**config.mk**
```make
export PLATFORM = sky130hd
export DESIGN_NAME = dmaTop
export DESIGN_NICKNAME = d
export VERILOG_FILES = /design/src/dmaPkg.sv /design/src/dmaPriority.sv /design/src/dmaRegisters.sv /design/src/dmaTimingControl.sv /design/src/dmaTop.sv
export SDC_FILE = /design/constraint.sdc
export NUM_CORES = 1
export LEC_CHECK = 0
export BUFFER_PORTS_ARGS = -buffer_cell sky130_fd_sc_hd__buf_2
export CORE_ASPECT_RATIO = 1.4
export CORE_UTILIZATION = 55
export DETAILED_ROUTE_END_ITERATION = 7
export PLACE_DENSITY = 0.7
export SYNTH_ARGS = -nofsm -noshare
export SYNTH_HDL_FRONTEND = slang
export SYNTH_SLANG_ARGS = --single-unit
```
**constraint.sdc**
```tcl
create_clock -name CLK -period 4.45 [get_ports CLK]
set_input_delay 0.2225 -clock CLK [delete_from_list [all_inputs] [get_ports CLK]]
set_output_delay 0.2225 -clock CLK [all_outputs]
set_load 0.1 [all_outputs]
```
**src/dmaPkg.sv**
```systemverilog
`default_nettype none

package dmaPkg;

  localparam int AddrWidth = 16; // Address and count width

  // One-hot controller states without S3
  typedef enum logic [4:0] {
    stSI = 5'b00001,
    stS0 = 5'b00010,
    stS1 = 5'b00100,
    stS2 = 5'b01000,
    stS4 = 5'b10000
  } dmaStateT;

  typedef enum logic [1:0] {
    verifyXfer  = 2'b00, // No strobes
    writeXfer   = 2'b01, // I/O read, memory write
    readXfer    = 2'b10, // Memory read, I/O write
    illegalXfer = 2'b11  // Treated as verify
  } xferTypeT;

  typedef struct packed {
    xferTypeT xferType;
    logic     decrement; // Step address downwards
  } modeT;

  // CPU register selects
  typedef enum logic [3:0] {
    addrLo    = 4'h0,
    addrHi    = 4'h1,
    countLo   = 4'h2,
    countHi   = 4'h3,
    modeReg   = 4'h4,
    maskSet   = 4'h5,
    maskClear = 4'h6,
    statusReg = 4'h7
  } regSelT;

  // Active-low bus strobes
  typedef struct packed {
    logic memrN;
    logic memwN;
    logic iorN;
    logic iowN;
  } busStrobeT;

  localparam busStrobeT StrobesIdle = '{
    memrN: 1'b1,
    memwN: 1'b1,
    iorN:  1'b1,
    iowN:  1'b1
  };

  // CPU register port request
  typedef struct packed {
    logic       csN;
    logic       wrN;
    regSelT     sel;
    logic [1:0] chan; // Only used by per-channel selects
    logic [7:0] data;
  } cpuPortT;

endpackage

`default_nettype wire

```
**src/dmaPriority.sv**
```systemverilog
`timescale 1ns/1ps
`default_nettype none

module dmaPriority #(
  parameter int NumChannels = 4
) (
  input  logic [NumChannels-1:0] dreq,
  input  logic [NumChannels-1:0] mask,
  output logic [NumChannels-1:0] grant
);

  logic [NumChannels-1:0] pending;
  logic                   found;

  assign pending = dreq & ~mask;

  // Fixed priority with channel 0 highest
  always_comb
  begin
    grant = '0;
    found = 1'b0;
    for (int i = 0; i < NumChannels; i++)
    begin
      if (pending[i] && !found)
      begin
        grant[i] = 1'b1;
        found    = 1'b1;
      end
    end
  end

  // Grant is a single unmasked request or nothing
  always_comb
  begin
    assert final ($onehot0(grant) && ((grant & ~pending) == '0));
  end

endmodule

`default_nettype wire

```
**src/dmaRegisters.sv**
```systemverilog
`timescale 1ns/1ps
`default_nettype none

module dmaRegisters #(
  parameter int NumChannels = 4
) (
  input  logic                          CLK,
  input  logic                          rstN,
  input  dmaPkg::cpuPortT               cpuPort,
  output logic [7:0]                    cpuData,
  input  logic [NumChannels-1:0]        dreq,
  output logic [NumChannels-1:0]        mask,
  input  logic [1:0]                    activeChan,
  input  logic                          step,
  input  logic                          tcHit,
  output dmaPkg::modeT                  chanMode,
  output logic [dmaPkg::AddrWidth-1:0]  curAddr,
  output logic [dmaPkg::AddrWidth-1:0]  curCount
);
  import dmaPkg::*;

  logic [AddrWidth-1:0] baseAddr [NumChannels];
  logic [AddrWidth-1:0] baseCount [NumChannels];
  logic [AddrWidth-1:0] curAddrR [NumChannels];
  logic [AddrWidth-1:0] curCountR [NumChannels];
  modeT                 modes [NumChannels];
  logic [NumChannels-1:0] tcStatus;

  logic cpuWrite;
  logic cpuRead;
  logic chanOk;
  logic statusRd;
  logic statusRdQ;
  logic [AddrWidth-1:0] addrLoNext;
  logic [AddrWidth-1:0] addrHiNext;
  logic [AddrWidth-1:0] countLoNext;
  logic [AddrWidth-1:0] countHiNext;
  logic [AddrWidth-1:0] stepAddr;

  assign cpuWrite = !cpuPort.csN && !cpuPort.wrN;
  assign cpuRead  = !cpuPort.csN && cpuPort.wrN;
  assign chanOk   = int'(cpuPort.chan) < NumChannels;
  assign statusRd = cpuRead && (cpuPort.sel == statusReg);

  // Byte writes merge with the base copy, then load base and current
  assign addrLoNext  = {baseAddr[cpuPort.chan][AddrWidth-1:8], cpuPort.data};
  assign addrHiNext  = {cpuPort.data, baseAddr[cpuPort.chan][7:0]};
  assign countLoNext = {baseCount[cpuPort.chan][AddrWidth-1:8], cpuPort.data};
  assign countHiNext = {cpuPort.data, baseCount[cpuPort.chan][7:0]};

  assign stepAddr = modes[activeChan].decrement ? curAddrR[activeChan] - 1'b1
                                                : curAddrR[activeChan] + 1'b1;

  always_ff @(posedge CLK)
  begin
    if (cpuWrite && chanOk)
    begin
      case (cpuPort.sel)
        addrLo:
        begin
          baseAddr[cpuPort.chan] <= addrLoNext;
          curAddrR[cpuPort.chan] <= addrLoNext;
        end
        addrHi:
        begin
          baseAddr[cpuPort.chan] <= addrHiNext;
          curAddrR[cpuPort.chan] <= addrHiNext;
        end
        countLo:
        begin
          baseCount[cpuPort.chan] <= countLoNext;
          curCountR[cpuPort.chan] <= countLoNext;
        end
        countHi:
        begin
          baseCount[cpuPort.chan] <= countHiNext;
          curCountR[cpuPort.chan] <= countHiNext;
        end
        default: ;
      endcase
    end
    if (step)
    begin
      curAddrR[activeChan]  <= stepAddr;
      curCountR[activeChan] <= curCountR[activeChan] - 1'b1;
    end
  end

  always_ff @(posedge CLK or negedge rstN)
  begin
    if (!rstN)
    begin
      mask      <= '1; // All channels masked
      tcStatus  <= '0;
      statusRdQ <= 1'b0;
      for (int i = 0; i < NumChannels; i++)
        modes[i] <= '0;
    end
    else
    begin
      statusRdQ <= statusRd;
      if (statusRdQ && !statusRd)
        tcStatus <= '0; // Cleared as the status read ends
      if (cpuWrite && chanOk)
      begin
        case (cpuPort.sel)
          modeReg:   modes[cpuPort.chan] <= modeT'(cpuPort.data[2:0]);
          maskSet:   mask[cpuPort.chan] <= 1'b1;
          maskClear: mask[cpuPort.chan] <= 1'b0;
          default: ;
        endcase
      end
      if (tcHit)
      begin
        tcStatus[activeChan] <= 1'b1;
        mask[activeChan]     <= 1'b1; // No auto-init, so park the channel
      end
    end
  end

  always_comb
  begin
    cpuData = 8'h00;
    if (cpuRead)
    begin
      case (cpuPort.sel)
        addrLo:    cpuData = chanOk ? curAddrR[cpuPort.chan][7:0] : 8'h00;
        addrHi:    cpuData = chanOk ? curAddrR[cpuPort.chan][AddrWidth-1:8] : 8'h00;
        countLo:   cpuData = chanOk ? curCountR[cpuPort.chan][7:0] : 8'h00;
        countHi:   cpuData = chanOk ? curCountR[cpuPort.chan][AddrWidth-1:8] : 8'h00;
        modeReg:   cpuData = chanOk ? {5'b0, modes[cpuPort.chan]} : 8'h00;
        maskSet,
        maskClear: cpuData = {4'b0, 4'(mask)};
        statusReg: cpuData = {4'(dreq), 4'(tcStatus)};
        default:   cpuData = 8'h00;
      endcase
    end
  end

  assign chanMode = modes[activeChan];
  assign curAddr  = curAddrR[activeChan];
  assign curCount = curCountR[activeChan];

  // A step must not race a CPU load of the same channel
  assert property (@(posedge CLK) disable iff (!rstN)
    step |-> !(cpuWrite && cpuPort.chan == activeChan &&
               cpuPort.sel inside {addrLo, addrHi, countLo, countHi}));

endmodule

`default_nettype wire

```
**src/dmaTimingControl.sv**
```systemverilog
`timescale 1ns/1ps
`default_nettype none

module dmaTimingControl #(
  parameter int NumChannels = 4
) (
  input  logic                          CLK,
  input  logic                          rstN,
  input  logic [NumChannels-1:0]        grant,
  input  logic                          cpuBusy,
  input  logic                          hlda,
  input  logic                          eopInN,
  input  dmaPkg::modeT                  chanMode,
  input  logic [dmaPkg::AddrWidth-1:0]  curAddr,
  input  logic [dmaPkg::AddrWidth-1:0]  curCount,
  output logic [1:0]                    activeChan,
  output logic                          hrq,
  output logic                          aen,
  output logic                          adstb,
  output logic                          eop,
  output logic                          step,
  output logic                          tcHit,
  output logic [NumChannels-1:0]        dack,
  output dmaPkg::busStrobeT             strobes,
  output logic [dmaPkg::AddrWidth-1:0]  addr
);
  import dmaPkg::*;

  dmaStateT   state;
  dmaStateT   nextState;
  logic [1:0] grantIdx;
  logic       startXfer;

  // Encode the one-hot grant
  always_comb
  begin
    grantIdx = 2'd0;
    for (int i = 0; i < NumChannels; i++)
    begin
      if (grant[i])
        grantIdx = 2'(i);
    end
  end

  assign startXfer = (state == stSI) && (|grant) && !cpuBusy;

  always_ff @(posedge CLK or negedge rstN)
  begin
    if (!rstN)
    begin
      state      <= stSI;
      activeChan <= 2'd0;
    end
    else
    begin
      state <= nextState;
      if (startXfer)
        activeChan <= grantIdx; // Held for the whole transfer
    end
  end

  always_comb
  begin
    nextState = state;
    unique case (state)
      stSI:
        if (startXfer)
          nextState = stS0;
      stS0:
        if (!eopInN)
          nextState = stSI; // External abort
        else if (hlda)
          nextState = stS1;
      stS1:
        nextState = !eopInN ? stSI : stS2;
      stS2:
        nextState = !eopInN ? stSI : stS4;
      stS4:
        nextState = stSI;
      default:
        nextState = stSI;
    endcase
  end

  assign hrq   = (state != stSI);
  assign aen   = (state == stS1) || (state == stS2) || (state == stS4);
  assign adstb = (state == stS1);
  assign addr  = aen ? curAddr : '0;
  assign dack  = ((state == stS2) || (state == stS4)) ? (NumChannels'(1) << activeChan) : '0;

  // Strobe pair from the transfer type in S2 only
  always_comb
  begin
    strobes = StrobesIdle;
    if (state == stS2)
    begin
      case (chanMode.xferType)
        writeXfer:
        begin
          strobes.iorN  = 1'b0;
          strobes.memwN = 1'b0;
        end
        readXfer:
        begin
          strobes.memrN = 1'b0;
          strobes.iowN  = 1'b0;
        end
        default: ; // Verify and illegal run without strobes
      endcase
    end
  end

  assign step  = (state == stS4);
  assign tcHit = step && (curCount == '0); // Count was zero before this step
  assign eop   = tcHit;

  // Never read memory and I/O together
  assert property (@(posedge CLK) disable iff (!rstN)
    !(!strobes.memrN && !strobes.iorN));

  assert property (@(posedge CLK) disable iff (!rstN)
    (strobes != StrobesIdle) |-> (state == stS2) && $past(state) == stS1);

  assert property (@(posedge CLK) disable iff (!rstN)
    ((state == stS2) || (state == stS4)) |-> $onehot(dack));

endmodule

`default_nettype wire

```
**src/dmaTop.sv**
```systemverilog
`timescale 1ns/1ps
`default_nettype none

module dmaTop #(
  parameter int NumChannels = 4
) (
  input  logic                          CLK,
  input  logic                          rstN,
  input  dmaPkg::cpuPortT               cpuPort,
  output logic [7:0]                    cpuData,
  input  logic [NumChannels-1:0]        dreq,
  input  logic                          hlda,
  input  logic                          eopInN,
  output logic                          hrq,
  output logic                          aen,
  output logic                          adstb,
  output logic                          eop,
  output logic [NumChannels-1:0]        dack,
  output dmaPkg::busStrobeT             strobes,
  output logic [dmaPkg::AddrWidth-1:0]  addr
);
  import dmaPkg::*;

  logic [NumChannels-1:0] mask;
  logic [NumChannels-1:0] grant;
  logic [1:0]             activeChan;
  logic                   step;
  logic                   tcHit;
  logic                   cpuBusy;
  modeT                   chanMode;
  logic [AddrWidth-1:0]   curAddr;
  logic [AddrWidth-1:0]   curCount;

  assign cpuBusy = !cpuPort.csN; // No new transfer while the CPU is selected

  dmaRegisters #(.NumChannels(NumChannels)) u_registers (
    .CLK        (CLK),
    .rstN       (rstN),
    .cpuPort    (cpuPort),
    .cpuData    (cpuData),
    .dreq       (dreq),
    .mask       (mask),
    .activeChan (activeChan),
    .step       (step),
    .tcHit      (tcHit),
    .chanMode   (chanMode),
    .curAddr    (curAddr),
    .curCount   (curCount)
  );

  dmaPriority #(.NumChannels(NumChannels)) u_priority (
    .dreq  (dreq),
    .mask  (mask),
    .grant (grant)
  );

  dmaTimingControl #(.NumChannels(NumChannels)) u_timing (
    .CLK        (CLK),
    .rstN       (rstN),
    .grant      (grant),
    .cpuBusy    (cpuBusy),
    .hlda       (hlda),
    .eopInN     (eopInN),
    .chanMode   (chanMode),
    .curAddr    (curAddr),
    .curCount   (curCount),
    .activeChan (activeChan),
    .hrq        (hrq),
    .aen        (aen),
    .adstb      (adstb),
    .eop        (eop),
    .step       (step),
    .tcHit      (tcHit),
    .dack       (dack),
    .strobes    (strobes),
    .addr       (addr)
  );

endmodule

`default_nettype wire
```
==> results.sh <==
export IMPL_grt_pass1_vias=9615
export IMPL_grt_start_max_net_pins=55
export IMPL_wirelength_um=37380
export IMPL_synth_ff_type="edfxtp_1"
export IMPL_worstRegToRegCells=9
export IMPL_irDropWorstVdd_mv=0.3519
export IMPL_placedInstanceArea_sq_mm=0.01599
export IMPL_clkTransAtPathRegs_ns=0.07
export IMPL_drc=0
export IMPL_rsz0062_at_grt="no"
export IMPL_areaGrowthSynthToFinish_pct=11.52
export IMPL_cp_cell_sequence="buf_6 -> mux4_1 -> nor4_4 -> nand3b_1 -> nor3_1 -> nand4b_1 -> nor2_1 -> buf_2"
export IMPL_synth_common_cells="edfxtp_1 (256), nor2_1 (123), mux2i_1 (114), mux4_2 (91), nand2_1 (51)"
export IMPL_gr_total_overflow=0
export IMPL_yosysTopAreaCell="edfxtp_1"
export IMPL_crit_type="reg -> out"
export IMPL_timing_rr_start="u_timing.activeChan[0]"
export IMPL_path_max_fanout=23
export IMPL_dp_hpwl_um=25470
export IMPL_final_util=0.6282
export IMPL_min_to="u_registers.statusRdQ"
export IMPL_hold_start="cpuPort[15]"
export IMPL_pre_cts_slack_ns=0.7373
export IMPL_finalCritPeriodShare=0.9459
export IMPL_critPathRequiredTime_ns=4.23
export IMPL_grt_antenna_before_repair=0
export IMPL_h_tree_depth=1
export IMPL_final_area_sq_mm=0.01702
export IMPL_synth_cells=1078
export IMPL_grt_pass1_wl_um=56190
export IMPL_start_kind="flip-flop"
export IMPL_die_area_sq_mm=0.02843
export IMPL_timing_final_ws_setup_ns=0.2408
export IMPL_finalClockSkew_ns=0.02031
export IMPL_max_freq_ghz=0.2376
export IMPL_numPortBuffers=59
export IMPL_max_stage_delay_ns=0.75
export IMPL_die_height_um=199.1
export IMPL_synth_area_sq_mm=0.01526
export IMPL_cp_arrival_ns=3.99
export IMPL_yosys_register_bits=284
export IMPL_gp_congestion=0.8862
export IMPL_core_area_sq_mm=0.02709
export IMPL_fill_cells=2058
export IMPL_multi_input_area_sq_mm=0.006470
export IMPL_drtIter0Drc=951
export IMPL_rows=71
export IMPL_clock_latency_ns=0.56
export IMPL_drv_slew=0
export IMPL_wl_per_cell_um=24.53
export IMPL_vias=9602
export IMPL_worst_pin_slew_ns=1.156
export IMPL_syn_num_nets=1119
export IMPL_hold_viol=0
export IMPL_hold_depth=3
export IMPL_ios=60
export IMPL_ys_async_sr_fraction=0.09859
export IMPL_yosysTopAreaCellShare=0.5037
export IMPL_cts_sinks=284
export IMPL_ys_types=64
export IMPL_max_clock_path_buffers=3
export IMPL_cts_root_buf="clkbuf_16"
export IMPL_synth_most_common_cell="edfxtp_1"
export IMPL_register_area_sq_mm=0.008397
export IMPL_drtAntennaViolNets=0
export IMPL_die_width_um=142.8
export IMPL_avgSynthCellArea_sq_um=14.16
export IMPL_setup_violations=0
export IMPL_first_pass_iters=6
export IMPL_nets=1178
export IMPL_maxCapViolations=0
export IMPL_min_period_ns=4.209
export IMPL_synth_area_leaders="edfxtp_1 (50%), mux4_2 (13%), mux2i_1 (7.5%)"
export IMPL_end_kind="primary output"
export IMPL_synth_warnings=0
export IMPL_status="finished, final reports clean"
export IMPL_post_cts_setup_buffer_count=0
export IMPL_cts_made_buffers=28
export IMPL_rr_endpoint="u_registers.curAddrR[2][11]"
export IMPL_diodes=0
export IMPL_ff2ff_setup_slack_ns=0.73
export IMPL_cp_slowest_cell="mux4_1"
export IMPL_synth_edf_count=256
export IMPL_final_setup_tns_ns=0
export IMPL_hold_path_class="in -> reg"
export IMPL_cellPowerDensity_mw_per_mm2=437.1
export IMPL_grt_use_total=0.2705
export IMPL_synth_seq_area_share=0.5500
export IMPL_p_leak_nw=6.208
export IMPL_drive_gt1_frac=0.2425
export IMPL_slew_headroom=0.2242
export IMPL_viasPerCell=6.301
export IMPL_initial_core_util=0.5633
export IMPL_cts_tree="yes"
## layout make-up
cell class / instances / area share
Clock buffer: 30 / 0.04161
Clock inverter: 22 / 0.01639
Inverter: 30 / 0.006616
Multi-Input combinational cell: 698 / 0.3801
Sequential cell: 284 / 0.4933
Tap cell: 365 / 0.02683
Timing Repair Buffer: 95 / 0.03507
## critical path: cells and delay by family (launching register included)
family	cells	cell delay, ns
flops	1	0.56
simple gates	5	1.29
buf+inv	2	0.80
mux	1	0.75
## flip-flops by register name, indices dropped and copies added (netlist names)
signal                 flops
u_registers.tcStatus       4
u_registers.curAddrR      64
u_registers.statusRdQ      1
u_registers.mask           4
u_timing.activeChan        2
u_registers.modes         12
u_registers.baseCount     64
u_registers.curCountR     64
u_registers.baseAddr      64
u_timing.state             5
## how the worst max path moves through the flow
stage | endpoint | start | cells after the start
floorplan | cpuData[2] | cpuPort[9] | 6
global placement | eop | u_timing.activeChan[0] | 8
detailed placement | eop | u_timing.activeChan[0] | 8
CTS | eop | u_timing.activeChan[0] | 8
global route | eop | u_timing.activeChan[0] | 8
finish | eop | u_timing.activeChan[0] | 8
## metrics by stage
| stage | total power [mW] | hold slack, ns | cells |
|---|---|---|---|
| 3_5_place_dp | 4.923 | 0.2926 | 1468 |
| 3_3_place_gp | 4.897 | 0.2802 | 1468 |
| 2_1_floorplan | 4.474 | -0.07309 | 1078 |
| 6_report | 7.439 | 0.06813 | 1524 |
| 5_1_grt | 7.699 | 0.07459 | 1524 |
| 4_1_cts | 7.456 | 0.03939 | 1524 |
## cells in the final DEF, fill, tap and decap left out, types with 6 or more instances in the layout
cell type	count
o21ai_1	8
dfrtp_1	21
xor2_1	11
nand2b_1	8
a21oi_1	44
clkbuf_16	28
nand3_1	17
mux2_2	30
nor2_1	120
ha_1	16
mux2i_1	114
a22oi_1	6
a21o_1	7
xnor2_1	16
o21ai_0	27
nor3_1	14
inv_1	30
buf_4	32
and2_1	22
edfxtp_1	256
mux4_1	12
buf_2	57
bufinv_16	6
nand2_1	51
mux4_2	91
## per-layer routing
metal | vias up | share of wire | GRT usage
met3 | 80 | 0.054 | 0.03043
met4 | 0 | 0.039 | 0.1131
li1 | 4310 | - | -
met5 | - | 0 | 0
met2 | 350 | 0.51 | 0.4700
met1 | 4862 | 0.40 | 0.3448
## cells by family after synthesis
kind of cell    after synthesis  synth area share
flops                       284            0.5500
simple gates                279           0.08870
mux                         247            0.2518
compound gates              128           0.05263
buf+inv                      96           0.02689
xor+xnor                     27           0.01549
fa+ha+maj                    17           0.01443
## report_power, final
part	total [mW]	switching [mW]	internal [mW]	leakage (nW)
Sequential	3.03	0.0747	2.96	2.66
Combinational	1.87	1.15	0.714	3.07
Clock	2.54	1.03	1.50	0.479
Total	7.44	2.26	5.18	6.21
## what timing repair did
item / CTS / global route
hold buffers: 4 / 0
resized for setup: 0 / 1
hold endpoints to repair: 28 / 0
setup endpoints to repair: 0 / 1
No activity file was read; power rests on OpenSTA's default activity.
